`config.mk`:
```
export PLATFORM = sky130hd
export DESIGN_NAME = ones_comp_alu
export DESIGN_NICKNAME = d
export VERILOG_FILES = /design/src/logic/agc_pkg.sv /design/src/logic/ones_comp_alu.sv
export VERILOG_INCLUDE_DIRS = /design/src /design/src/logic
export SDC_FILE = /design/constraint.sdc
export NUM_CORES = 1
export LEC_CHECK = 0
export ABC_AREA = 0
export BUFFER_PORTS_ARGS = -buffer_cell sky130_fd_sc_hd__buf_4
export CORE_ASPECT_RATIO = 0.8
export CORE_UTILIZATION = 60
export DETAILED_ROUTE_END_ITERATION = 16
export MAX_ROUTING_LAYER = met4
export PLACE_DENSITY = 0.89
export SYNTH_ARGS = -nofsm -noshare
export SYNTH_HDL_FRONTEND = slang
export SYNTH_SLANG_ARGS = --single-unit
```
`constraint.sdc`:
```
create_clock -name vclk -period 11.43
set_input_delay 1.7145 -clock vclk [all_inputs]
set_output_delay 1.7145 -clock vclk [all_outputs]
set_load 0.05 [all_outputs]
```
`src/logic/agc_cfg.svh`:
```
`ifndef AGC_CFG_SVH
`define AGC_CFG_SVH

// word layout: bit 15 is the overflow copy, bit 14 the sign
`define AGC_WORD_W 16

// erasable memory, one flat address space
`define AGC_ADDR_W 10
`define AGC_MEM_DEPTH 1024

// central registers mapped at the bottom of memory
`define AGC_ADDR_A 0
`define AGC_ADDR_L 1
`define AGC_ADDR_Q 2
`define AGC_ADDR_Z 5

// first instruction fetched after reset
`define AGC_START_ADDR 16

// no interrupt vectors or fixed banks in this core

`endif

```
`src/logic/agc_pkg.sv`:
```
`include "agc_cfg.svh"

package agc_pkg;

  typedef logic [`AGC_WORD_W-1:0] agc_word_t;
  typedef logic [`AGC_ADDR_W-1:0] agc_addr_t;

  // basic opcode field, bits 14 to 12 of an instruction
  typedef enum logic [2:0] {
    OP_TC      = 3'd0,
    OP_TCF     = 3'd1,
    OP_INCR    = 3'd2,
    OP_CA      = 3'd3,
    OP_CS      = 3'd4,
    OP_TS_XCH  = 3'd5,
    OP_AD      = 3'd6,
    OP_MASK    = 3'd7
  } agc_opcode_t;

  typedef enum logic [2:0] {
    ALU_ADD  = 3'd0,
    ALU_COM  = 3'd1,
    ALU_AND  = 3'd2,
    ALU_INCR = 3'd3,
    ALU_PASS = 3'd4
  } alu_op_t;

  // which requester owns the memory
  typedef enum logic {
    REQ_HOST = 1'b0,
    REQ_SEQ  = 1'b1
  } req_idx_t;

endpackage

```
`src/logic/ones_comp_alu.sv`:
```
`timescale 1ns/1ps
`include "agc_cfg.svh"

module ones_comp_alu
  import agc_pkg::*;
(
  input  alu_op_t   op,
  input  agc_word_t a_word,
  input  agc_word_t operand,
  output agc_word_t result
);

  // magnitude plus sign, without the overflow copy
  localparam int MAG_W = `AGC_WORD_W - 1;

  logic [MAG_W:0]   raw_sum;
  logic [MAG_W-1:0] folded_sum;
  logic [MAG_W-1:0] incr_sum;
  logic             add_overflow;

  // carry out of the sign bit wraps back into bit 0
  assign raw_sum = {1'b0, a_word[MAG_W-1:0]} + {1'b0, operand[MAG_W-1:0]};
  assign folded_sum = raw_sum[MAG_W-1:0] + MAG_W'(raw_sum[MAG_W]);

  // like signs in, other sign out
  assign add_overflow = (a_word[MAG_W-1] == operand[MAG_W-1]) &&
                        (folded_sum[MAG_W-1] != a_word[MAG_W-1]);

  assign incr_sum = operand[MAG_W-1:0] + MAG_W'(1);

  always_comb
  begin
    case (op)
      ALU_ADD:
        result = {add_overflow, folded_sum};
      ALU_COM:
        result = {1'b0, ~operand[MAG_W-1:0]};
      // A's overflow copy never takes part in the mask
      ALU_AND:
        result = operand & {1'b0, a_word[MAG_W-1:0]};
      ALU_INCR:
        result = {1'b0, incr_sum};
      ALU_PASS:
        result = operand;
      default:
        result = operand;
    endcase
  end

endmodule

```
==> impl_metrics.yaml <==
outcome:
  outcome: "finished clean"
synthesis:
  yosysSeqAreaShare: 0
  avgSynthCellArea_sq_um: 6.665
  yosysMostFrequentCell: "nand2_1"
  syn_nets: 357
  synthTopCellsByArea: "ha_1, xnor2_1, nand2_1"
  synth_top_area_cell: "ha_1"
  synth_cell_type_count: 63
  yosys-top-cells-count: "nand2_1, inv_1, a21oi_1, ha_1"
  synth_top_area_share: 0.1115
  syn_area_sq_um: 2019
  syn_inst: 303
  yosysWarnings: 0
power_and_ir_drop:
  powerDensity_nw_per_um2: 63.35
  p_leak_nw: 1.038
  switching_power_mw: 0.09330
  sw_frac_of_total: 0.6165
  p_comb_frac: 1.000
  p_seq_frac: 0
  cellInternalPower_mw: 0.05802
  vdd_drop_max_mv: 0.03572
  p_clk_frac: 0
hold_path:
  hp-class: "primary input to output port"
  hold_depth: 4
global_routing:
  gr-usage-all-layers: 0.3442
  grt_pass1_vias: 2072
  overflow: 0
  grt_max_degree: 39
  antenna_found_initial: 0
  grt_pass1_wl_um: 9342
placement:
  port_buffers: 50
  dp.cells: 379
  gp_congestion: 0.9175
  dpl.hpwl_um: 4684
  placed_cell_area_sq_um: 2389
routing:
  viasPerCell: 6.538
  first_pass_iters: 5
  dr_total_vias: 2478
  wl_per_cell_um: 15.53
  drt_iter0_markers: 202
  ant_nets: 0
  drc: 0
  wirelength_um: 5887
critical_path:
  cp_common_cell: "ha_1"
  crit_path_max_incr_delay_ns: 0.41
  crit_path_end_kind: "output port"
  slowest_stage: "ha_1"
  crit_path_start_kind: "primary input"
  path_class: "primary input to output port"
  path_depth: 21
  cp_top_family: "compound AO/OA/AOI/OAI gates"
  cp.arrival_ns: 6.22
  critPathBufInv: 2
  worstPathRequired_ns: 9.72
  crit_chain: "buf_4 > ha_1 > o211ai_1 > o211a_1 > or2_1 > o211a_1 > o21ai_0 > and2_1 > o21ai_0 > nand2b_1 > ha_1 > ha_1 > and2_1 > o2111ai_1 > nor4_4 > o311ai_1 > o41ai_2 > o311a_1 > xor2_1 > o31ai_1 > buf_4"
  path_max_fanout: 6
die:
  fp.dieW_um: 66.86
  io_pins: 51
  die-area_sq_um: 3603
  die_h_um: 53.89
  core_area_sq_um: 3153
  floorplan.initialDensity: 0.6405
  rows: 18
sta:
  min_period_ns: 7.938
  period_share: 0.6945
  finalMaxSlewViolations: 0
  relSlewSlack: 0.5132
  setup_viol: 0
  setup_tns_ns: 0
  worst_pin_slew_ns: 0.7247
  rsz0062_at_grt: "no"
  fmax_mhz: 126.0
  hold_violations: 0
finish:
  insertedDiodeCount: 0
  stdcell_count: 379
  fin_area_sq_um: 2389
  fill_cells: 256
  nNetsFinal: 395
  syn_to_final_growth_pct: 18.28
  clockBufferCount: 0
  multi_input_area_sq_um: 1866
  seq_cells: 0
  drive_gt1_frac: 0.1917
  regArea_sq_um: 0
clock_tree:
  cts_setup_buffers: 0
  ctsResizeCount: 0
  cts_hold_buf: 0
flow_run:
  cap_viol_max_count: 0
==> placed cells by master, fill, tap and decap left out, types with 6 or more instances in the layout <==
cell	n
a211oi_1	6
a21oi_1	18
and2_1	6
and3_1	6
buf_4	50
ha_1	18
inv_1	26
nand2_1	31
nand2b_1	8
nand3_1	16
nor2_1	15
nor3_1	6
o211ai_1	10
o21ai_0	16
o22ai_1	7
xnor2_1	14
xor2_1	6
==> cells by family after synthesis <==
kind of cell / synth area share
mux: 0.02726
simple gates: 0.2683
compound gates: 0.4120
xor+xnor: 0.09480
buf+inv: 0.07621
fa+ha+maj: 0.1214
==> per-stage QoR <==
step,hold slack [ns],utilization,setup slack (ns),total power [mW]
after floorplan,3.727,-,3.530,0.1101
after global placement,3.789,0.7575,3.585,0.1465
after detailed placement,3.794,0.7575,3.545,0.1484
after CTS,3.795,0.7575,3.505,0.1490
after global routing,3.833,0.7575,3.074,0.1640
final,3.790,0.7575,3.492,0.1513
==> layout make-up <==
| type | count | area share |
|---|---|---|
| multi-input combinational | 263 | 0.7810 |
| inverter | 26 | 0.04086 |
| tap | 40 | 0.02095 |
| timing repair buffer | 50 | 0.1572 |
==> metal layers <==
| layer | GRT usage | routed length [um] |
|---|---|---|
| met2 | 0.5404 | 2512 |
| met3 | 0.01695 | 565 |
| met5 | - | 0 |
| met4 | 0.01773 | 19 |
| met1 | 0.5056 | 2790 |
==> power groups by stage <==
stage,registers (mW),clock network [mW],logic (mW)
2_1_floorplan,0,0,0.110
3_3_place_gp,0,0,0.146
3_5_place_dp,0,0,0.148
4_1_cts,0,0,0.149
5_1_grt,0,0,0.164
6_report,0,0,0.151
==> final timing paths <==
kind  slack [ns]          to        start
max         3.49  result[15]   operand[3]
min         3.79  result[15]  operand[15]
==> tightest hold or removal path, stage by stage <==
cell	delay, ns
buf_4	0.08
nand2_1	0.04
o31ai_1	0.05
buf_4	0.19
(Power assumes the default switching activity.)
