**config.mk**
```make
export PLATFORM = sky130hd
export DESIGN_NAME = instr_sequencer
export DESIGN_NICKNAME = d
export VERILOG_FILES = /design/src/logic/agc_pkg.sv /design/src/logic/instr_sequencer.sv
export VERILOG_INCLUDE_DIRS = /design/src /design/src/logic
export SDC_FILE = /design/constraint.sdc
export NUM_CORES = 1
export LEC_CHECK = 0
export BUFFER_PORTS_ARGS = -buffer_cell sky130_fd_sc_hd__buf_2
export CORE_MARGIN = 2
export CORE_UTILIZATION = 30
export DETAILED_ROUTE_END_ITERATION = 16
export HOLD_SLACK_MARGIN = 0.15
export SLEW_MARGIN = 10
export SYNTH_ARGS = -nofsm -noshare
export SYNTH_HDL_FRONTEND = slang
export SYNTH_SLANG_ARGS = --single-unit
```
**constraint.sdc**
```tcl
create_clock -name raw_clk -period 4 [get_ports raw_clk]
set_input_delay 0.6 -clock raw_clk [delete_from_list [all_inputs] [get_ports raw_clk]]
set_output_delay 0.6 -clock raw_clk [all_outputs]
set_load 0.005 [all_outputs]
```
**src/logic/agc_cfg.svh**
```systemverilog
`ifndef AGC_CFG_SVH
`define AGC_CFG_SVH

// word layout: bit 15 is the overflow copy, bit 14 the sign
`define AGC_WORD_W 16

// erasable memory, one flat address space
`define AGC_ADDR_W 10
`define AGC_MEM_DEPTH 1024

// central registers mapped at the bottom of memory
`define AGC_ADDR_A 0
`define AGC_ADDR_L 1
`define AGC_ADDR_Q 2
`define AGC_ADDR_Z 5

// first instruction fetched after reset
`define AGC_START_ADDR 16

// no interrupt vectors or fixed banks in this core

`endif

```
**src/logic/agc_pkg.sv**
```systemverilog
`include "agc_cfg.svh"

package agc_pkg;

  typedef logic [`AGC_WORD_W-1:0] agc_word_t;
  typedef logic [`AGC_ADDR_W-1:0] agc_addr_t;

  // basic opcode field, bits 14 to 12 of an instruction
  typedef enum logic [2:0] {
    OP_TC      = 3'd0,
    OP_TCF     = 3'd1,
    OP_INCR    = 3'd2,
    OP_CA      = 3'd3,
    OP_CS      = 3'd4,
    OP_TS_XCH  = 3'd5,
    OP_AD      = 3'd6,
    OP_MASK    = 3'd7
  } agc_opcode_t;

  typedef enum logic [2:0] {
    ALU_ADD  = 3'd0,
    ALU_COM  = 3'd1,
    ALU_AND  = 3'd2,
    ALU_INCR = 3'd3,
    ALU_PASS = 3'd4
  } alu_op_t;

  // which requester owns the memory
  typedef enum logic {
    REQ_HOST = 1'b0,
    REQ_SEQ  = 1'b1
  } req_idx_t;

endpackage

```
**src/logic/instr_sequencer.sv**
```systemverilog
`timescale 1ns/1ps
`include "agc_cfg.svh"

module instr_sequencer
  import agc_pkg::*;
(
  input  logic      raw_clk,
  input  logic      button_reset,
  input  logic      run,
  output logic      halted,
  output logic      seq_req,
  output logic      seq_we,
  output agc_addr_t seq_addr,
  output agc_word_t seq_wdata,
  input  logic      seq_ack,
  input  agc_word_t seq_rdata,
  input  agc_word_t reg_a,
  input  agc_word_t reg_z,
  output alu_op_t   alu_op,
  output agc_word_t alu_operand,
  input  agc_word_t alu_result
);

  typedef enum logic [3:0] {
    S_IDLE,
    S_FETCH,
    S_INC_Z,
    S_DECODE,
    S_READ_EA,
    S_EXEC,
    S_WRITEBACK,
    S_WAIT_ACK,
    S_WAIT_LOW,
    S_HALT
  } seq_state_t;

  seq_state_t  state;
  seq_state_t  ret_state;
  logic        extra_code;
  logic        do_xch;
  agc_word_t   instr;
  agc_word_t   bus_data;
  agc_word_t   wb_data;
  agc_addr_t   wb_addr;
  agc_opcode_t opcode;
  logic [1:0]  qc;
  agc_addr_t   k;
  agc_word_t   k_word;

  assign opcode = agc_opcode_t'(instr[14:12]);
  assign qc     = instr[11:10];
  assign k      = instr[`AGC_ADDR_W-1:0];
  assign k_word = {{(`AGC_WORD_W-`AGC_ADDR_W){1'b0}}, k};

  // operand read back last feeds the ALU
  assign alu_operand = bus_data;
  assign halted      = (state == S_HALT);

  always_ff @(posedge raw_clk)
  begin
    if (!button_reset)
    begin
      state      <= S_IDLE;
      ret_state  <= S_IDLE;
      seq_req    <= 1'b0;
      seq_we     <= 1'b0;
      extra_code <= 1'b0;
      do_xch     <= 1'b0;
    end
    else
    begin
      case (state)
        S_IDLE:
          if (run)
            state <= S_FETCH;
        S_FETCH:
        begin
          seq_req   <= 1'b1;
          seq_we    <= 1'b0;
          seq_addr  <= reg_z[`AGC_ADDR_W-1:0];
          ret_state <= S_INC_Z;
          state     <= S_WAIT_ACK;
        end
        S_INC_Z:
        begin
          instr     <= bus_data;
          seq_req   <= 1'b1;
          seq_we    <= 1'b1;
          seq_addr  <= agc_addr_t'(`AGC_ADDR_Z);
          seq_wdata <= reg_z + agc_word_t'(1);
          ret_state <= S_DECODE;
          state     <= S_WAIT_ACK;
        end
        S_DECODE:
        begin
          wb_addr <= agc_addr_t'(`AGC_ADDR_A);
          do_xch  <= 1'b0;
          state   <= S_READ_EA;
          if (extra_code)
          begin
            // only EDRUPT survives as an extracode, used as halt
            extra_code <= 1'b0;
            if (opcode == OP_TC && instr[11:9] == 3'b111)
              state <= S_HALT;
            else
              state <= S_FETCH;
          end
          else
          begin
            case (opcode)
              OP_TC:
                if (instr[11:0] == 12'd6)
                begin
                  extra_code <= 1'b1;
                  state      <= S_FETCH;
                end
                else
                begin
                  // Z already points past the TC, so Q gets the return address
                  seq_req   <= 1'b1;
                  seq_we    <= 1'b1;
                  seq_addr  <= agc_addr_t'(`AGC_ADDR_Q);
                  seq_wdata <= reg_z;
                  wb_addr   <= agc_addr_t'(`AGC_ADDR_Z);
                  wb_data   <= k_word;
                  ret_state <= S_WRITEBACK;
                  state     <= S_WAIT_ACK;
                end
              OP_TCF:
                if (qc != 2'd0)
                begin
                  wb_addr <= agc_addr_t'(`AGC_ADDR_Z);
                  wb_data <= k_word;
                  state   <= S_WRITEBACK;
                end
                else
                  state <= S_FETCH;
              OP_INCR:
                if (qc == 2'd2)
                begin
                  alu_op  <= ALU_INCR;
                  wb_addr <= k;
                end
                else
                  state <= S_FETCH;
              OP_CA:
                alu_op <= ALU_PASS;
              OP_CS:
                alu_op <= ALU_COM;
              OP_TS_XCH:
                if (qc == 2'd2)
                begin
                  wb_addr <= k;
                  wb_data <= reg_a;
                  state   <= S_WRITEBACK;
                end
                else if (qc == 2'd3)
                begin
                  alu_op <= ALU_PASS;
                  do_xch <= 1'b1;
                end
                else
                  state <= S_FETCH;
              OP_AD:
                alu_op <= ALU_ADD;
              OP_MASK:
                alu_op <= ALU_AND;
              default:
                state <= S_FETCH;
            endcase
          end
        end
        S_READ_EA:
        begin
          seq_req   <= 1'b1;
          seq_we    <= 1'b0;
          seq_addr  <= k;
          ret_state <= S_EXEC;
          state     <= S_WAIT_ACK;
        end
        S_EXEC:
        begin
          wb_data <= alu_result;
          if (do_xch)
          begin
            // old A goes to memory first, operand into A on writeback
            seq_req   <= 1'b1;
            seq_we    <= 1'b1;
            seq_addr  <= k;
            seq_wdata <= reg_a;
            ret_state <= S_WRITEBACK;
            state     <= S_WAIT_ACK;
          end
          else
            state <= S_WRITEBACK;
        end
        S_WRITEBACK:
        begin
          seq_req   <= 1'b1;
          seq_we    <= 1'b1;
          seq_addr  <= wb_addr;
          seq_wdata <= wb_data;
          ret_state <= S_FETCH;
          state     <= S_WAIT_ACK;
        end
        S_WAIT_ACK:
          if (seq_ack)
          begin
            seq_req  <= 1'b0;
            seq_we   <= 1'b0;
            bus_data <= seq_rdata;
            state    <= S_WAIT_LOW;
          end
        // next request waits for ack to clear
        S_WAIT_LOW:
          if (!seq_ack)
            state <= ret_state;
        S_HALT:
          state <= S_HALT;
        default:
          state <= S_IDLE;
      endcase
    end
  end

  req_held_for_ack: assert property (@(posedge raw_clk) disable iff (!button_reset)
    $fell(seq_req) |-> $past(seq_ack));

endmodule

```
==> results.sh <==
export IMPL_cts_resized=0
export IMPL_clockBufferDepth=2
export IMPL_syn2layout_area_growth_pct=23.3
export IMPL_irDropWorstVdd_uv=285
export IMPL_status="finished, final reports clean"
export IMPL_rows=45
export IMPL_hold_class="input pin to flip-flop"
export IMPL_dieArea_um2=16800
export IMPL_clk_transition_reported_paths_ps=70
export IMPL_max_freq_mhz=323
export IMPL_wire_per_inst_um=17.1
export IMPL_critPathMaxStageDelay_ps=780
export IMPL_core_area_um2=15300
export IMPL_h_tree_depth=3
export IMPL_syn_inst=422
export IMPL_portBuffers=115
export IMPL_syn_area_um2=4740
export IMPL_via_count=3798
export IMPL_first_global_vias=3683
export IMPL_rsz0062_at_grt="no"
export IMPL_dp_hpwl_mm=9.35
export IMPL_post_route_util_pct=38.1
export IMPL_design_area_um2=5840
export IMPL_max_slew_worst_pin_slew_ps=936
export IMPL_synthAdderAreaFrac_pct=0.264
export IMPL_fill_cells=1524
export IMPL_first_iter_violations=331
export IMPL_fin_worst_skew_ps=6.24
export IMPL_ff2ff_path_depth=4
export IMPL_cp_depth=4
export IMPL_antenna_found_initial=0
export IMPL_start_util_pct=30.9
export IMPL_synth_top_family_by_area="compound AO/OA/AOI/OAI gates"
export IMPL_drv_slew=0
export IMPL_criticalPathCategory="flip-flop to flip-flop"
export IMPL_synth_fp_nets=491
export IMPL_synth_distinct_cells=57
export IMPL_synth_enable_flop_cells=86
export IMPL_synth_compound_area_share_pct=17.0
export IMPL_timing_final_crit_share_pct=77.4
export IMPL_first_pass_iters=6
export IMPL_period_minus_slack_ps=3100
export IMPL_p_per_area_nw_per_um2=548
export IMPL_synth_async_reset_ratio_pct=0
export IMPL_grt_max_degree=49
export IMPL_drc=0
export IMPL_fin_tns_setup_ps=0
export IMPL_hold_viol_final=0
export IMPL_cp_slowest_cell="dfxtp_1"
export IMPL_synth_xor_area_share_pct=1.11
export IMPL_gp_congestion=0.847
export IMPL_rrSetupSlack_ps=900
export IMPL_ys_warn_count=0
export IMPL_track_usage_pct=15.3
export IMPL_worstHoldStart="seq_rdata[15]"
export IMPL_yosys_mux_area_fraction_pct=2.54
export IMPL_hold_buffers=0
export IMPL_cts_setup_buffers=0
export IMPL_holdPathEnd="alu_operand[15]"
export IMPL_n_antenna_cell=0
export IMPL_rr_startpoint="state[2]"
export IMPL_synthSimpleGateAreaFrac_pct=16.5
export IMPL_cp_end_kind="flip-flop"
export IMPL_synth_ff_type="edfxtp_1"
export IMPL_die_w_um=130
export IMPL_avgSynthCellArea_um2=11.2
export IMPL_seq_area_um2=2800
export IMPL_overflow=0
export IMPL_dp_cells=725
export IMPL_fin_nets=594
export IMPL_reg2reg_to="seq_addr[1]"
export IMPL_worstSkewPairLatency_ps=360
export IMPL_crit_path_cell_trace="nand4bb_1 -> a21oi_1 -> or3b_2 -> nor2_1"
export IMPL_worst_endpoint_arrival_ps=3080
export IMPL_layout_commonest_cell="buf_2"
export IMPL_p_leak_uw=0.00220
export IMPL_chipHeight_um=130
export IMPL_grt_pass1_wl_mm=19.7
export IMPL_crit_required_ps=3980
export IMPL_multi_input_area_um2=1800
export IMPL_stdcell_count=741
export IMPL_layout_common_cells="buf_2 (115), edfxtp_1 (86), nand2_1 (47)"
export IMPL_cp_startpoint="state[2]"
export IMPL_cap_violations=0
export IMPL_setup_viol_count_final=0
export IMPL_drive_above_1_share_pct=27.5
export IMPL_dpl_instance_area_um2=5530
export IMPL_crit_fanout=24
export IMPL_max_slew_margin_rel_pct=37.4
export IMPL_clock_tree_root_cell="clkbuf_16"
export IMPL_start_kind="flip-flop"
export IMPL_wl_mm=12.6
export IMPL_crit_buf_inv=0
export IMPL_ys_seq_area_share_pct=59.2
export IMPL_viasPerCell=5.13
export IMPL_cts_buffers=9
export IMPL_cts_tree="done"
export IMPL_cts_sinks=97
export IMPL_yosys_register_bits=97
export IMPL_critical_path_top_delay_family="simple AND/OR/NAND/NOR gates"
export IMPL_hold_depth=1
export IMPL_io_pins=116
export IMPL_final_antenna_net_count=0
[worst max-delay path by stage]
stage | end | slack [ps]
6_report | seq_addr[1] | 900
5_1_grt | seq_addr[1] | 710
4_1_cts | seq_addr[4] | 930
3_5_place_dp | seq_addr[4] | 960
3_3_place_gp | seq_addr[5] | 1120
2_1_floorplan | seq_wdata[0] | 1010
[layout make-up]
type | instances | share of cell area, %
Clock inverter | 7 | 1.39
Sequential cell | 97 | 48.0
Multi-Input combinational cell | 284 | 30.8
Tap cell | 211 | 4.52
Timing Repair Buffer | 122 | 10.8
Inverter | 11 | 0.707
Clock buffer | 9 | 3.86
[report_power, final]
group | internal (uW) | switching, uW | total, uW
registers | 1330 | 137 | 1470
clock network | 496 | 402 | 898
logic | 345 | 486 | 831
total | 2180 | 1030 | 3200
[flip-flops by register name (all words and copies together) (netlist names)]
| register | count |
|---|---|
| alu_operand | 16 |
| seq_wdata | 16 |
| wb_data | 16 |
| instr | 15 |
| seq_addr | 10 |
| wb_addr | 10 |
| state | 4 |
| alu_op | 3 |
| ret_state | 3 |
| do_xch | 1 |
| extra_code | 1 |
| seq_req | 1 |
| seq_we | 1 |
[logic make-up after synthesis]
| group | after synthesis |
|---|---|
| muxes | 12 |
| AOI/OAI and AO/OA | 117 |
| and+or+nand+nor | 148 |
| buffers and inverters | 41 |
| DFF | 97 |
| adders and majority gates | 1 |
| xor gates and xnor gates | 6 |
[cells in the mapped netlist (2+ instances only)]
cell type	number	area [um2]
nor4bb_1	3	30.0
o31ai_1	2	15.0
nor3_1	9	45.0
xor2_1	5	43.8
buf_1	5	18.8
and2_1	9	56.3
edfxtp_1	86	2580
mux2i_1	12	120
nor3b_1	4	30.0
o211ai_1	6	45.0
a222oi_1	12	120
nand2b_1	8	50.1
and4_1	2	17.5
nor2_1	16	60.1
a21oi_1	21	105
nand2_1	47	176
or3_1	2	12.5
inv_1	11	41.3
buf_2	8	40.0
nor2b_1	9	56.3
a31oi_1	3	18.8
nor4_1	6	37.5
a22o_1	7	61.3
dfxtp_1	11	220
nand3b_1	3	22.5
a22oi_1	13	97.6
o21ai_0	32	160
a211oi_1	3	22.5
o211a_1	2	20.0
a21o_1	2	15.0
clkbuf_1	17	63.8
and3_1	5	31.3
nand3_1	17	85.1
[metal layers]
layer	vias up	track usage, %	wire length (um)
li1	1828	-	-
met5	-	0	0
met1	1797	20.8	5660
met3	17	4.50	957
met2	156	23.2	5780
met4	0	5.63	253
[stage by stage]
stage	total power (uW)	hold slack, ps	setup WS (ps)
finish	3200	413	903
global route	3390	397	712
CTS	3230	404	926
detailed placement	2330	432	964
global placement	2300	431	1120
floorplan	2000	436	1010
No activity file was read; power rests on OpenSTA's default activity.
