$ cat src/logic/agc_cfg.svh
`ifndef AGC_CFG_SVH
`define AGC_CFG_SVH

// word layout: bit 15 is the overflow copy, bit 14 the sign
`define AGC_WORD_W 16

// erasable memory, one flat address space
`define AGC_ADDR_W 10
`define AGC_MEM_DEPTH 1024

// central registers mapped at the bottom of memory
`define AGC_ADDR_A 0
`define AGC_ADDR_L 1
`define AGC_ADDR_Q 2
`define AGC_ADDR_Z 5

// first instruction fetched after reset
`define AGC_START_ADDR 16

// no interrupt vectors or fixed banks in this core

`endif

$ cat src/logic/agc_pkg.sv
`include "agc_cfg.svh"

package agc_pkg;

  typedef logic [`AGC_WORD_W-1:0] agc_word_t;
  typedef logic [`AGC_ADDR_W-1:0] agc_addr_t;

  // basic opcode field, bits 14 to 12 of an instruction
  typedef enum logic [2:0] {
    OP_TC      = 3'd0,
    OP_TCF     = 3'd1,
    OP_INCR    = 3'd2,
    OP_CA      = 3'd3,
    OP_CS      = 3'd4,
    OP_TS_XCH  = 3'd5,
    OP_AD      = 3'd6,
    OP_MASK    = 3'd7
  } agc_opcode_t;

  typedef enum logic [2:0] {
    ALU_ADD  = 3'd0,
    ALU_COM  = 3'd1,
    ALU_AND  = 3'd2,
    ALU_INCR = 3'd3,
    ALU_PASS = 3'd4
  } alu_op_t;

  // which requester owns the memory
  typedef enum logic {
    REQ_HOST = 1'b0,
    REQ_SEQ  = 1'b1
  } req_idx_t;

endpackage

$ cat src/logic/mem_arbiter.sv
`timescale 1ns/1ps

module mem_arbiter
  import agc_pkg::*;
(
  input  logic      raw_clk,
  input  logic      button_reset,
  input  logic      host_req,
  input  logic      host_we,
  input  agc_addr_t host_addr,
  input  agc_word_t host_wdata,
  output logic      host_ack,
  output agc_word_t host_rdata,
  input  logic      seq_req,
  input  logic      seq_we,
  input  agc_addr_t seq_addr,
  input  agc_word_t seq_wdata,
  output logic      seq_ack,
  output agc_word_t seq_rdata,
  output logic      mem_en,
  output logic      mem_we,
  output agc_addr_t mem_addr,
  output agc_word_t mem_wdata,
  input  agc_word_t mem_rdata
);

  typedef enum logic [1:0] {
    ARB_IDLE,
    ARB_ACCESS,
    ARB_CAPTURE,
    ARB_ACK
  } arb_state_t;

  arb_state_t state;
  req_idx_t   grant;

  always_ff @(posedge raw_clk)
  begin
    if (!button_reset)
    begin
      state    <= ARB_IDLE;
      grant    <= REQ_HOST;
      mem_en   <= 1'b0;
      mem_we   <= 1'b0;
      host_ack <= 1'b0;
      seq_ack  <= 1'b0;
    end
    else
    begin
      case (state)
        // host wins a tie
        ARB_IDLE:
          if (host_req)
          begin
            grant     <= REQ_HOST;
            mem_en    <= 1'b1;
            mem_we    <= host_we;
            mem_addr  <= host_addr;
            mem_wdata <= host_wdata;
            state     <= ARB_ACCESS;
          end
          else if (seq_req)
          begin
            grant     <= REQ_SEQ;
            mem_en    <= 1'b1;
            mem_we    <= seq_we;
            mem_addr  <= seq_addr;
            mem_wdata <= seq_wdata;
            state     <= ARB_ACCESS;
          end
        // memory acts on this edge
        ARB_ACCESS:
        begin
          mem_en <= 1'b0;
          mem_we <= 1'b0;
          state  <= ARB_CAPTURE;
        end
        ARB_CAPTURE:
        begin
          if (grant == REQ_HOST)
          begin
            host_rdata <= mem_rdata;
            host_ack   <= 1'b1;
          end
          else
          begin
            seq_rdata <= mem_rdata;
            seq_ack   <= 1'b1;
          end
          state <= ARB_ACK;
        end
        // grant held until the requester lets go
        ARB_ACK:
          if (grant == REQ_HOST && !host_req)
          begin
            host_ack <= 1'b0;
            state    <= ARB_IDLE;
          end
          else if (grant == REQ_SEQ && !seq_req)
          begin
            seq_ack <= 1'b0;
            state   <= ARB_IDLE;
          end
        default:
          state <= ARB_IDLE;
      endcase
    end
  end

  acks_exclusive: assert property (@(posedge raw_clk) disable iff (!button_reset)
    !(host_ack && seq_ack));

  host_ack_after_req: assert property (@(posedge raw_clk) disable iff (!button_reset)
    $rose(host_ack) |-> host_req);

  seq_ack_after_req: assert property (@(posedge raw_clk) disable iff (!button_reset)
    $rose(seq_ack) |-> seq_req);

endmodule

$ cat config.mk
export PLATFORM = sky130hd
export DESIGN_NAME = mem_arbiter
export DESIGN_NICKNAME = d
export VERILOG_FILES = /design/src/logic/agc_pkg.sv /design/src/logic/mem_arbiter.sv
export VERILOG_INCLUDE_DIRS = /design/src /design/src/logic
export SDC_FILE = /design/constraint.sdc
export NUM_CORES = 1
export LEC_CHECK = 0
export BUFFER_PORTS_ARGS = -buffer_cell sky130_fd_sc_hd__clkbuf_2
export CORE_ASPECT_RATIO = 0.75
export CORE_MARGIN = 2
export CORE_UTILIZATION = 30
export DETAILED_ROUTE_END_ITERATION = 8
export PLACE_DENSITY = 0.57
export SETUP_SLACK_MARGIN = 0.2
export SLEW_MARGIN = 15
export SYNTH_ARGS = -nofsm -noshare
export SYNTH_HDL_FRONTEND = slang
export SYNTH_SLANG_ARGS = --single-unit
$ cat constraint.sdc
create_clock -name raw_clk -period 4 [get_ports raw_clk]
set_input_delay 0.4 -clock raw_clk [delete_from_list [all_inputs] [get_ports raw_clk]]
set_output_delay 0.4 -clock raw_clk [all_outputs]
set_load 0.02 [all_outputs]
==> metrics.txt, run 1 <==
placed insts=378; 1st-iter DRT viols=47; hold crit path type=input port to flip-flop; DP HPWL=3.87 mm; die span in y=83.0 µm; gr ovfl total=0; DRT Pass-1 Iters=4; Synth cell types=27; post-synthesis async set-or-reset flop share=0%; Slew Viols, Final=0; Critical Path Start Type=input port; WL per Instance=13.2 µm; Final Cycle Share=40.6%; minimum clock period=1620 ps; Top FF cell, synth=edfxtp_1; compound-cell area share of the yosys netlist=3.46%; antenna violations before repair=0; main combinational cell family by area after synthesis=multiplexers; XOR/XNOR share of the synthesized area=0%; Clock Skew=9.47 ps; final hold vios=0; die area=0.00908 mm²; DRT antenna net count=0; vias in the first global route=1719; Seq/Total Area, Yosys=75.4%; # Post-CTS Setup Buffers=0; pin count of the biggest net entering global routing=34; Rel. slew slack=48.6%; Mapped Nets=219; port bufs=135; Max Root-Sink Buffers=2; Max Cap Viol=0; CTS tree=built; routability cong.=0.745; final setup vio count=0; area grow syn2layout=41.6%; final wirelength=5.19 mm; fmax=0.616 GHz; outcome=finished clean; worst setup path class=input port to flip-flop; Critical Path Sink Type=flip-flop; cell count after synthesis=140; hold_buf cts=0; Antenna Cells=0; number of synthesized register bits=65; Max VDD drop=0.000235 V; Post-synth EDFFs=58; H-tree depth=3; RSZ-0062 raised after global routing=false; Tightest Pin Transition=771 ps; critical path arrival=1620 ps; pwr/cell area=564 mW/mm²; Clk Latency, worst-skew pair=330 ps; commonest cells after routing, fill and taps aside=clkbuf_2 (135), edfxtp_1 (58), mux2_2 (27), clkbuf_8 (9), nand2_1 (8); worst hold stages=1; mux cell area share after synthesis=13.0%; Via Count=1684; NumNets Final=363; CTS buffer count=9; Synth Area per Inst=17.8 µm²; mapped cell area=0.00250 mm²; crit-path max FO=33; FP Rows=28; Boundary Pins=136; DIE WIDTH=109 µm; vias per inst=4.27; effective utilization at floorplan=31.3%; Reg clk slew, reported paths=70 ps; Fin Setup TNS=0 ps; CP required=3990 ps; share of cells above drive strength 1=63.3%; Root Driver=clkbuf_8; DRC=0; CORE AREA=0.00799 mm²; final std cells w/o fill=394; Clock Sink Count=65; Ys Warns=0; Worst R2R Path Depth=5; global-route wire length before repair=8.05 mm; LEAKAGE=1.52 nW; Tot GR Track Use=11.7%; post_cts resized=0; post-synthesis simple-gate area fraction=4.01%; Post-Synth Adder-Cell Area=2.51%; commonest non-fill, non-tap cell in the layout=clkbuf_2
[metrics by stage]
stage                     setup WS (ps)  instance area (µm²)  hold slack (ps)  power (mW)  util [%]
after CTS                          2350                 3540              232        2.02      44.3
after floorplan                    1770                 2500              468        1.18         -
final                              2380                 3540              254        1.99      44.3
after global placement             2070                 3290              473        1.34      41.2
after detailed placement           1990                 3290              477        1.34      41.2
after global routing               2240                 3540              218        2.11      44.3
[metal layers]
metal / vias up / share of wire (%) / global-route usage [%] / wire length (µm)
met3: 9 / 15 / 6.91 / 766
met1: 756 / 43 / 14.6 / 2240
met5: - / 0 / 0 / 0
met4: 0 / 1.3 / 4.14 / 70
met2: 107 / 41 / 16.8 / 2110
li1: 812 / - / - / -
[logic make-up (layout without fill, tap and decap cells)]
family / count (synthesis) / in the layout
DFF: 65 / 65
buffers and inverters: 8 / 157
adders and majority gates: 5 / 5
and+or+nand+nor: 20 / 20
AOI/OAI and AO/OA: 13 / 13
muxes: 29 / 29
[Yosys cell counts, drive strengths merged, types with 2 or more instances]
cell / number / area (µm²)
edfxtp: 58 / 1740
nand2: 8 / 30.0
o21ai: 4 / 20.0
a21oi: 3 / 18.8
buf: 3 / 23.8
dfxtp: 7 / 140
inv: 4 / 15.0
a21boi: 3 / 22.5
nor2: 5 / 18.8
mux2i: 2 / 20.0
ha: 5 / 62.6
mux2: 27 / 304
[critical path, stage by stage]
cell	delay [ps]
clkbuf_2	580
nor2_1	160
nor2_2	130
buf_4	320
[layout make-up]
class | count | area (µm²)
fillers | 740 | 4450
flip-flops and latches | 65 | 1880
repair buffers | 137 | 691
multi-input cells | 67 | 576
well taps | 105 | 131
clock buffers | 10 | 128
clock inverters | 6 | 115
inverters | 4 | 15.0
[worst paths after layout]
path	startpoint	endpoint	slack (ps)
worst min register to register	mem_we	mem_we	480
worst max register to register	state[0]	mem_addr[1]	2410
worst min-delay path	mem_rdata[7]	host_rdata[7]	250
worst max-delay path	host_req	mem_addr[1]	2380
[power breakdown]
group / internal [mW] / switching [mW] / leakage (nW)
registers: 0.860 / 0.0435 / 0.590
clock network: 0.417 / 0.256 / 0.117
logic: 0.158 / 0.259 / 0.817
total: 1.44 / 0.558 / 1.52
[state kept, by name (all words and copies together), names as in the netlist, 2 cells and up]
signal      flops
state           2
mem_wdata      16
seq_rdata      16
mem_addr       10
host_rdata     16
(Power assumes the default switching activity.)
==> run 2, diff against run 1 <==
--- a/config.mk
+++ b/config.mk
@@ -11,7 +11,7 @@
 export CORE_MARGIN = 2
 export CORE_UTILIZATION = 30
 export DETAILED_ROUTE_END_ITERATION = 8
-export PLACE_DENSITY = 0.57
+export PLACE_DENSITY = 0.59
 export SETUP_SLACK_MARGIN = 0.2
 export SLEW_MARGIN = 15
 export SYNTH_ARGS = -nofsm -noshare
==> constraint.sdc (replaced) <==
create_clock -name raw_clk -period 1.3 [get_ports raw_clk]
set_input_delay 0.13 -clock raw_clk [delete_from_list [all_inputs] [get_ports raw_clk]]
set_output_delay 0.13 -clock raw_clk [all_outputs]
set_load 0.02 [all_outputs]
==> run 2 against run 1 <==
Against the previous run:
- utilization increased by 3.8 points
- routed wire length rose by 13%
- combinational power grew to 4.0 times the previous value
- die area unchanged
- clock power increased by 120%
- highest routed layer unchanged
- via count is 6.2% higher
- flip-flop and latch count stayed put
- largest cell class unchanged
- critical path depth rose by 1
==> metrics.txt, run 2 (synthesis gave the netlist of run 1 again) <==
Root Driver=clkbuf_8; CP required=1320 ps (-2670 ps); worst hold stages=2 (+1); Final Cycle Share=99.2%; Reg clk slew, reported paths=70 ps (about the same); commonest cells after routing, fill and taps aside=clkbuf_2 (135), edfxtp_1 (58), mux2_2 (26), dlygate4sd3_1 (16), clkbuf_8 (11); share of cells above drive strength 1=64.4% (+1.1 points); port bufs=135 (unchanged); effective utilization at floorplan=31.3% (unchanged); LEAKAGE=1.64 nW (+7.3%); worst setup path class=flip-flop to flip-flop; Tightest Pin Transition=264 ps (-507 ps); fmax=0.776 GHz; # fillers=721 (-2.6%); DRC=0 (unchanged); final setup margin=10.6 ps (-2370 ps); Antenna Cells=0 (unchanged); minimum clock period=1290 ps; critical path arrival=1310 ps (-310 ps); Critical Path Start Type=flip-flop; pwr/cell area=1550 mW/mm² (+180%); Clock Sink Count=65 (unchanged); Slew Viols, Final=0 (unchanged); final wirelength=5.85 mm (+13%); CTS buffer count=9 (unchanged); CTS tree=built; crit-path max FO=26 (-21%); vias in the first global route=1867 (+8.6%); area grow syn2layout=53.9%; die area=0.00908 mm² (unchanged); Critical Path Sink Type=flip-flop; final setup vio count=0 (unchanged); Tot GR Track Use=13.0% (+1.3 points); Max VDD drop=0.000635 V (+170%); outcome=finished clean; Boundary Pins=136 (unchanged); pin count of the biggest net entering global routing=30 (-12%); Via Count=1789 (+6.2%); largest registers=host_rdata: 16 flops, mem_wdata: 16 flops, seq_rdata: 16 flops; commonest non-fill, non-tap cell in the layout=clkbuf_2; NumNets Final=389 (+7.2%); DP HPWL=4.22 mm (+9.1%); gr ovfl total=0 (unchanged); hold crit path type=input port to flip-flop; DRT Pass-1 Iters=4 (unchanged); Clock Skew=4.65 ps (-4.82 ps); vias per inst=4.26 (-0.34%); Pwr Total=5.97 mW (+200%); Max Root-Sink Buffers=2 (unchanged); FP Rows=28 (unchanged); 1st-iter DRT viols=81 (+72%); WL per Instance=13.9 µm (+5.7%); Clk Latency, worst-skew pair=320 ps (about the same); global-route wire length before repair=8.83 mm (+9.7%); worst slack, placed=9.13 ps (-1980 ps); routability cong.=0.779 (+4.6%); Hold Slack=102 ps (-152 ps); H-tree depth=3 (unchanged); Util after Layout=48.1% (+3.8 points); Rel. slew slack=82.4% (+34 points); antenna violations before repair=0 (unchanged); DIE WIDTH=109 µm (unchanged); final hold vios=0 (unchanged); RSZ-0062 raised after global routing=true; Worst R2R Path Depth=5 (unchanged); die span in y=83.0 µm (unchanged); Max Cap Viol=0 (unchanged); DRT antenna net count=0 (unchanged); CORE AREA=0.00799 mm² (unchanged)
run 2: metrics by stage:
stage | area, µm² | instances | setup TNS (ps)
after floorplan | 2550 | 140 | -4380
after global placement | 3410 | 382 | 0
after detailed placement | 3410 | 382 | 0
after CTS | 3830 | 419 | 0
after global routing | 3840 | 420 | -969
final | 3840 | 420 | 0
run 2: critical path, cell delays in order (launching register included):
cell and delay (ps):
dfxtp_4 360, inv_4 60, ha_4 160, nand2_2 70, nor2_4 130, buf_12 180
run 2: layout make-up:
cell class	count	area, µm²	area share, %
timing repair buffer	163	971	25.3
inverter	4	17.5	0.456
sequential	65	1890	49.2
multi-input combinational	67	658	17.1
tap	105	131	3.42
clock buffer	13	159	4.13
clock inverter	3	16.3	0.423
run 2: path summary, 6_finish.rpt:
kind	slack, ps	from	end
worst max-delay path	10	state[1]	mem_addr[5]
worst min register to register	490	mem_we	mem_we
worst min-delay path	100	host_wdata[8]	mem_wdata[8]
worst max register to register	10	state[1]	mem_addr[5]
run 2: what timing repair did:
item	CTS	global route
setup buffers	5	1
gates cloned	0	0
hold buffers	16	0
pin swaps	7	3
endpoints found under the setup margin	64	64
hold endpoints to repair	32	0
gates resized for setup	11	1
run 2: layer usage:
layer | global-route usage, % | share of wire [%] | vias to the layer above | routed length, µm
li1 | - | - | 866 | -
met1 | 14.3 | 41 | 804 | 2430
met2 | 20.6 | 43 | 114 | 2520
met3 | 8.01 | 14 | 5 | 845
met4 | 4.03 | 0.91 | 0 | 53
met5 | 0 | 0 | - | 0
run 2: report_power, final:
group / switching (mW) / total (mW) / internal (mW) / leakage [nW]
registers: 0.135 / 2.79 / 2.66 / 0.591
logic: 0.928 / 1.68 / 0.750 / 0.957
clock network: 0.714 / 1.50 / 0.789 / 0.0871
==> run 3, diff against run 2 <==
--- a/config.mk
+++ b/config.mk
@@ -11,7 +11,7 @@
 export CORE_MARGIN = 2
 export CORE_UTILIZATION = 30
 export DETAILED_ROUTE_END_ITERATION = 8
-export PLACE_DENSITY = 0.59
+export PLACE_DENSITY = 0.64
 export SETUP_SLACK_MARGIN = 0.2
 export SLEW_MARGIN = 15
 export SYNTH_ARGS = -nofsm -noshare
==> run 3 against run 2 <==
Against the previous run:
- flip-flop and latch count unchanged
- combinational power about the same
- critical path depth unchanged
- critical endpoint is now mem_addr[1]
- clock skew up 1.4 ps
- utilization up 0.44 points
- clock-buffer cell count down 4
- final cell count up 0.48%
- die area unchanged
==> metrics.txt, run 3 (synthesis gave the netlist of run 1 again) <==
worst hold stages=2 (unchanged); port bufs=135 (unchanged); CTS buffer count=9 (unchanged); Post-DP Area=0.00339 mm² (-0.44%); largest registers=host_rdata: 16 flops, mem_wdata: 16 flops, seq_rdata: 16 flops; Clk Latency, worst-skew pair=340 ps (+20 ps); final std cells w/o fill=422 (+0.48%); area grow syn2layout=55.3%; Worst R2R End=mem_addr[1]; Critical Path Start Type=flip-flop; Antenna Cells=0 (unchanged); Final Cell Area=0.00388 mm² (+0.91%); final setup margin=25.0 ps (+14.4 ps); effective utilization at floorplan=31.3% (unchanged); commonest cells after routing, fill and taps aside=clkbuf_2 (134), edfxtp_1 (58), mux2_2 (26), dlygate4sd3_1 (16), clkbuf_8 (9); vias per inst=4.23 (-0.64%); Max Root-Sink Buffers=2 (unchanged); Rel. slew slack=79.6% (-2.8 points); Final Cycle Share=98.1% (-1.1 points); worst setup path class=flip-flop to flip-flop; CTS tree=built; Root Driver=clkbuf_8; final setup vio count=0 (unchanged); CORE AREA=0.00799 mm² (unchanged); 1st-iter DRT viols=45 (-44%); outcome=finished clean; minimum clock period=1270 ps (-14.4 ps); Tot GR Track Use=11.9% (-1.0 points); gr ovfl total=0 (unchanged); Max Cap Viol=0 (unchanged); placed insts=380 (-0.52%); critical path arrival=1310 ps (about the same); DRT antenna net count=0 (unchanged); commonest non-fill, non-tap cell in the layout=clkbuf_2; LEAKAGE=1.66 nW (+1.5%); hold crit path type=input port to flip-flop; fmax=0.784 GHz (+1.1%); Critical Path Sink Type=flip-flop; antenna violations before repair=0 (unchanged); Reg clk slew, reported paths=70 ps (about the same); DRC=0 (unchanged); DP HPWL=3.80 mm (-10%); WL per Instance=13.2 µm (-5.3%); Worst R2R Path Depth=5 (unchanged); Hold Crit Endpoint=mem_addr[6]; worst slack, placed=-15.6 ps (-24.7 ps); final wirelength=5.56 mm (-4.9%); Clock Skew=6.07 ps (+1.42 ps); NumNets Final=391 (+0.51%); Clock Sink Count=65 (unchanged); R2R setup slack=30 ps (about the same); Slew Viols, Final=0 (unchanged); Boundary Pins=136 (unchanged); vias in the first global route=1699 (-9.0%); Via Count=1786 (-0.17%); Tightest Pin Transition=305 ps (+41.6 ps); # fillers=719 (-0.28%); Hold Startpoint=host_addr[6]; die span in y=83.0 µm (unchanged); H-tree depth=3 (unchanged); share of cells above drive strength 1=65.6% (+1.2 points); DRT Pass-1 Iters=4 (unchanged); RSZ-0062 raised after global routing=true; Max VDD drop=0.000671 V (+5.6%); final hold vios=0 (unchanged); RR Startpoint=state[1]; global-route wire length before repair=8.05 mm (-8.9%); crit-path max FO=26 (unchanged); DIE WIDTH=109 µm (unchanged); pin count of the biggest net entering global routing=27 (-10%); pwr/cell area=1600 mW/mm² (+3.2%); routability cong.=0.722 (-7.4%); Fin Setup TNS=0 ps (unchanged); CP required=1340 ps (+20 ps); die area=0.00908 mm² (unchanged); FP Rows=28 (unchanged)
[run 3: worst max-delay path by stage]
stage	startpoint	end	slack, ps	cells after the start
6_report	state[1]	mem_addr[1]	30	5
3_3_place_gp	state[0]	seq_rdata[9]	20	3
4_1_cts	state[1]	mem_addr[5]	10	5
2_1_floorplan	state[1]	mem_addr[0]	-150	4
5_1_grt	state[1]	mem_addr[5]	-30	5
3_5_place_dp	state[0]	seq_rdata[13]	-20	3
[run 3: report_power, final]
group | switching [mW] | internal [mW] | leakage, nW
Clock | 0.813 | 0.900 | 0.100
Sequential | 0.144 | 2.66 | 0.591
Combinational | 0.931 | 0.778 | 0.968
Total | 1.89 | 4.33 | 1.66
[run 3: worst max-delay path, stage by stage (launching register included)]
cell     delay [ps]
dfxtp_4         370
inv_4            60
ha_4            160
nand2_4          60
nor2_4          130
buf_12          180
[run 3: repair_timing]
action,CTS,global route
endpoints found under the setup margin,64,64
cloned,1,0
setup buffers,8,1
hold endpoints to repair,32,0
hold buffers,16,0
pin swaps,6,1
resized for setup,8,4
[run 3: layer usage]
metal	track usage [%]	share of wire [%]
met3	4.47	8.1
met1	14.1	43
met4	5.18	1.6
met5	0	0
met2	19.4	47
[run 3: layout make-up]
| class | count | area (µm²) | area share (%) |
|---|---|---|---|
| inverters | 4 | 20.0 | 0.516 |
| flip-flops and latches | 65 | 1890 | 48.7 |
| repair buffers | 164 | 978 | 25.2 |
| clock inverters | 7 | 77.6 | 2.00 |
| well taps | 105 | 131 | 3.39 |
| multi-input cells | 68 | 657 | 16.9 |
| clock buffers | 9 | 124 | 3.19 |
[run 3: per-stage QoR]
step	util (%)	power [mW]	hold slack [ps]
after global placement	42.5	4.25	322
after CTS	48.3	6.25	63.3
after global routing	48.6	6.56	69.9
final	48.6	6.22	89.0
after detailed placement	42.5	4.27	325
after floorplan	-	3.70	229
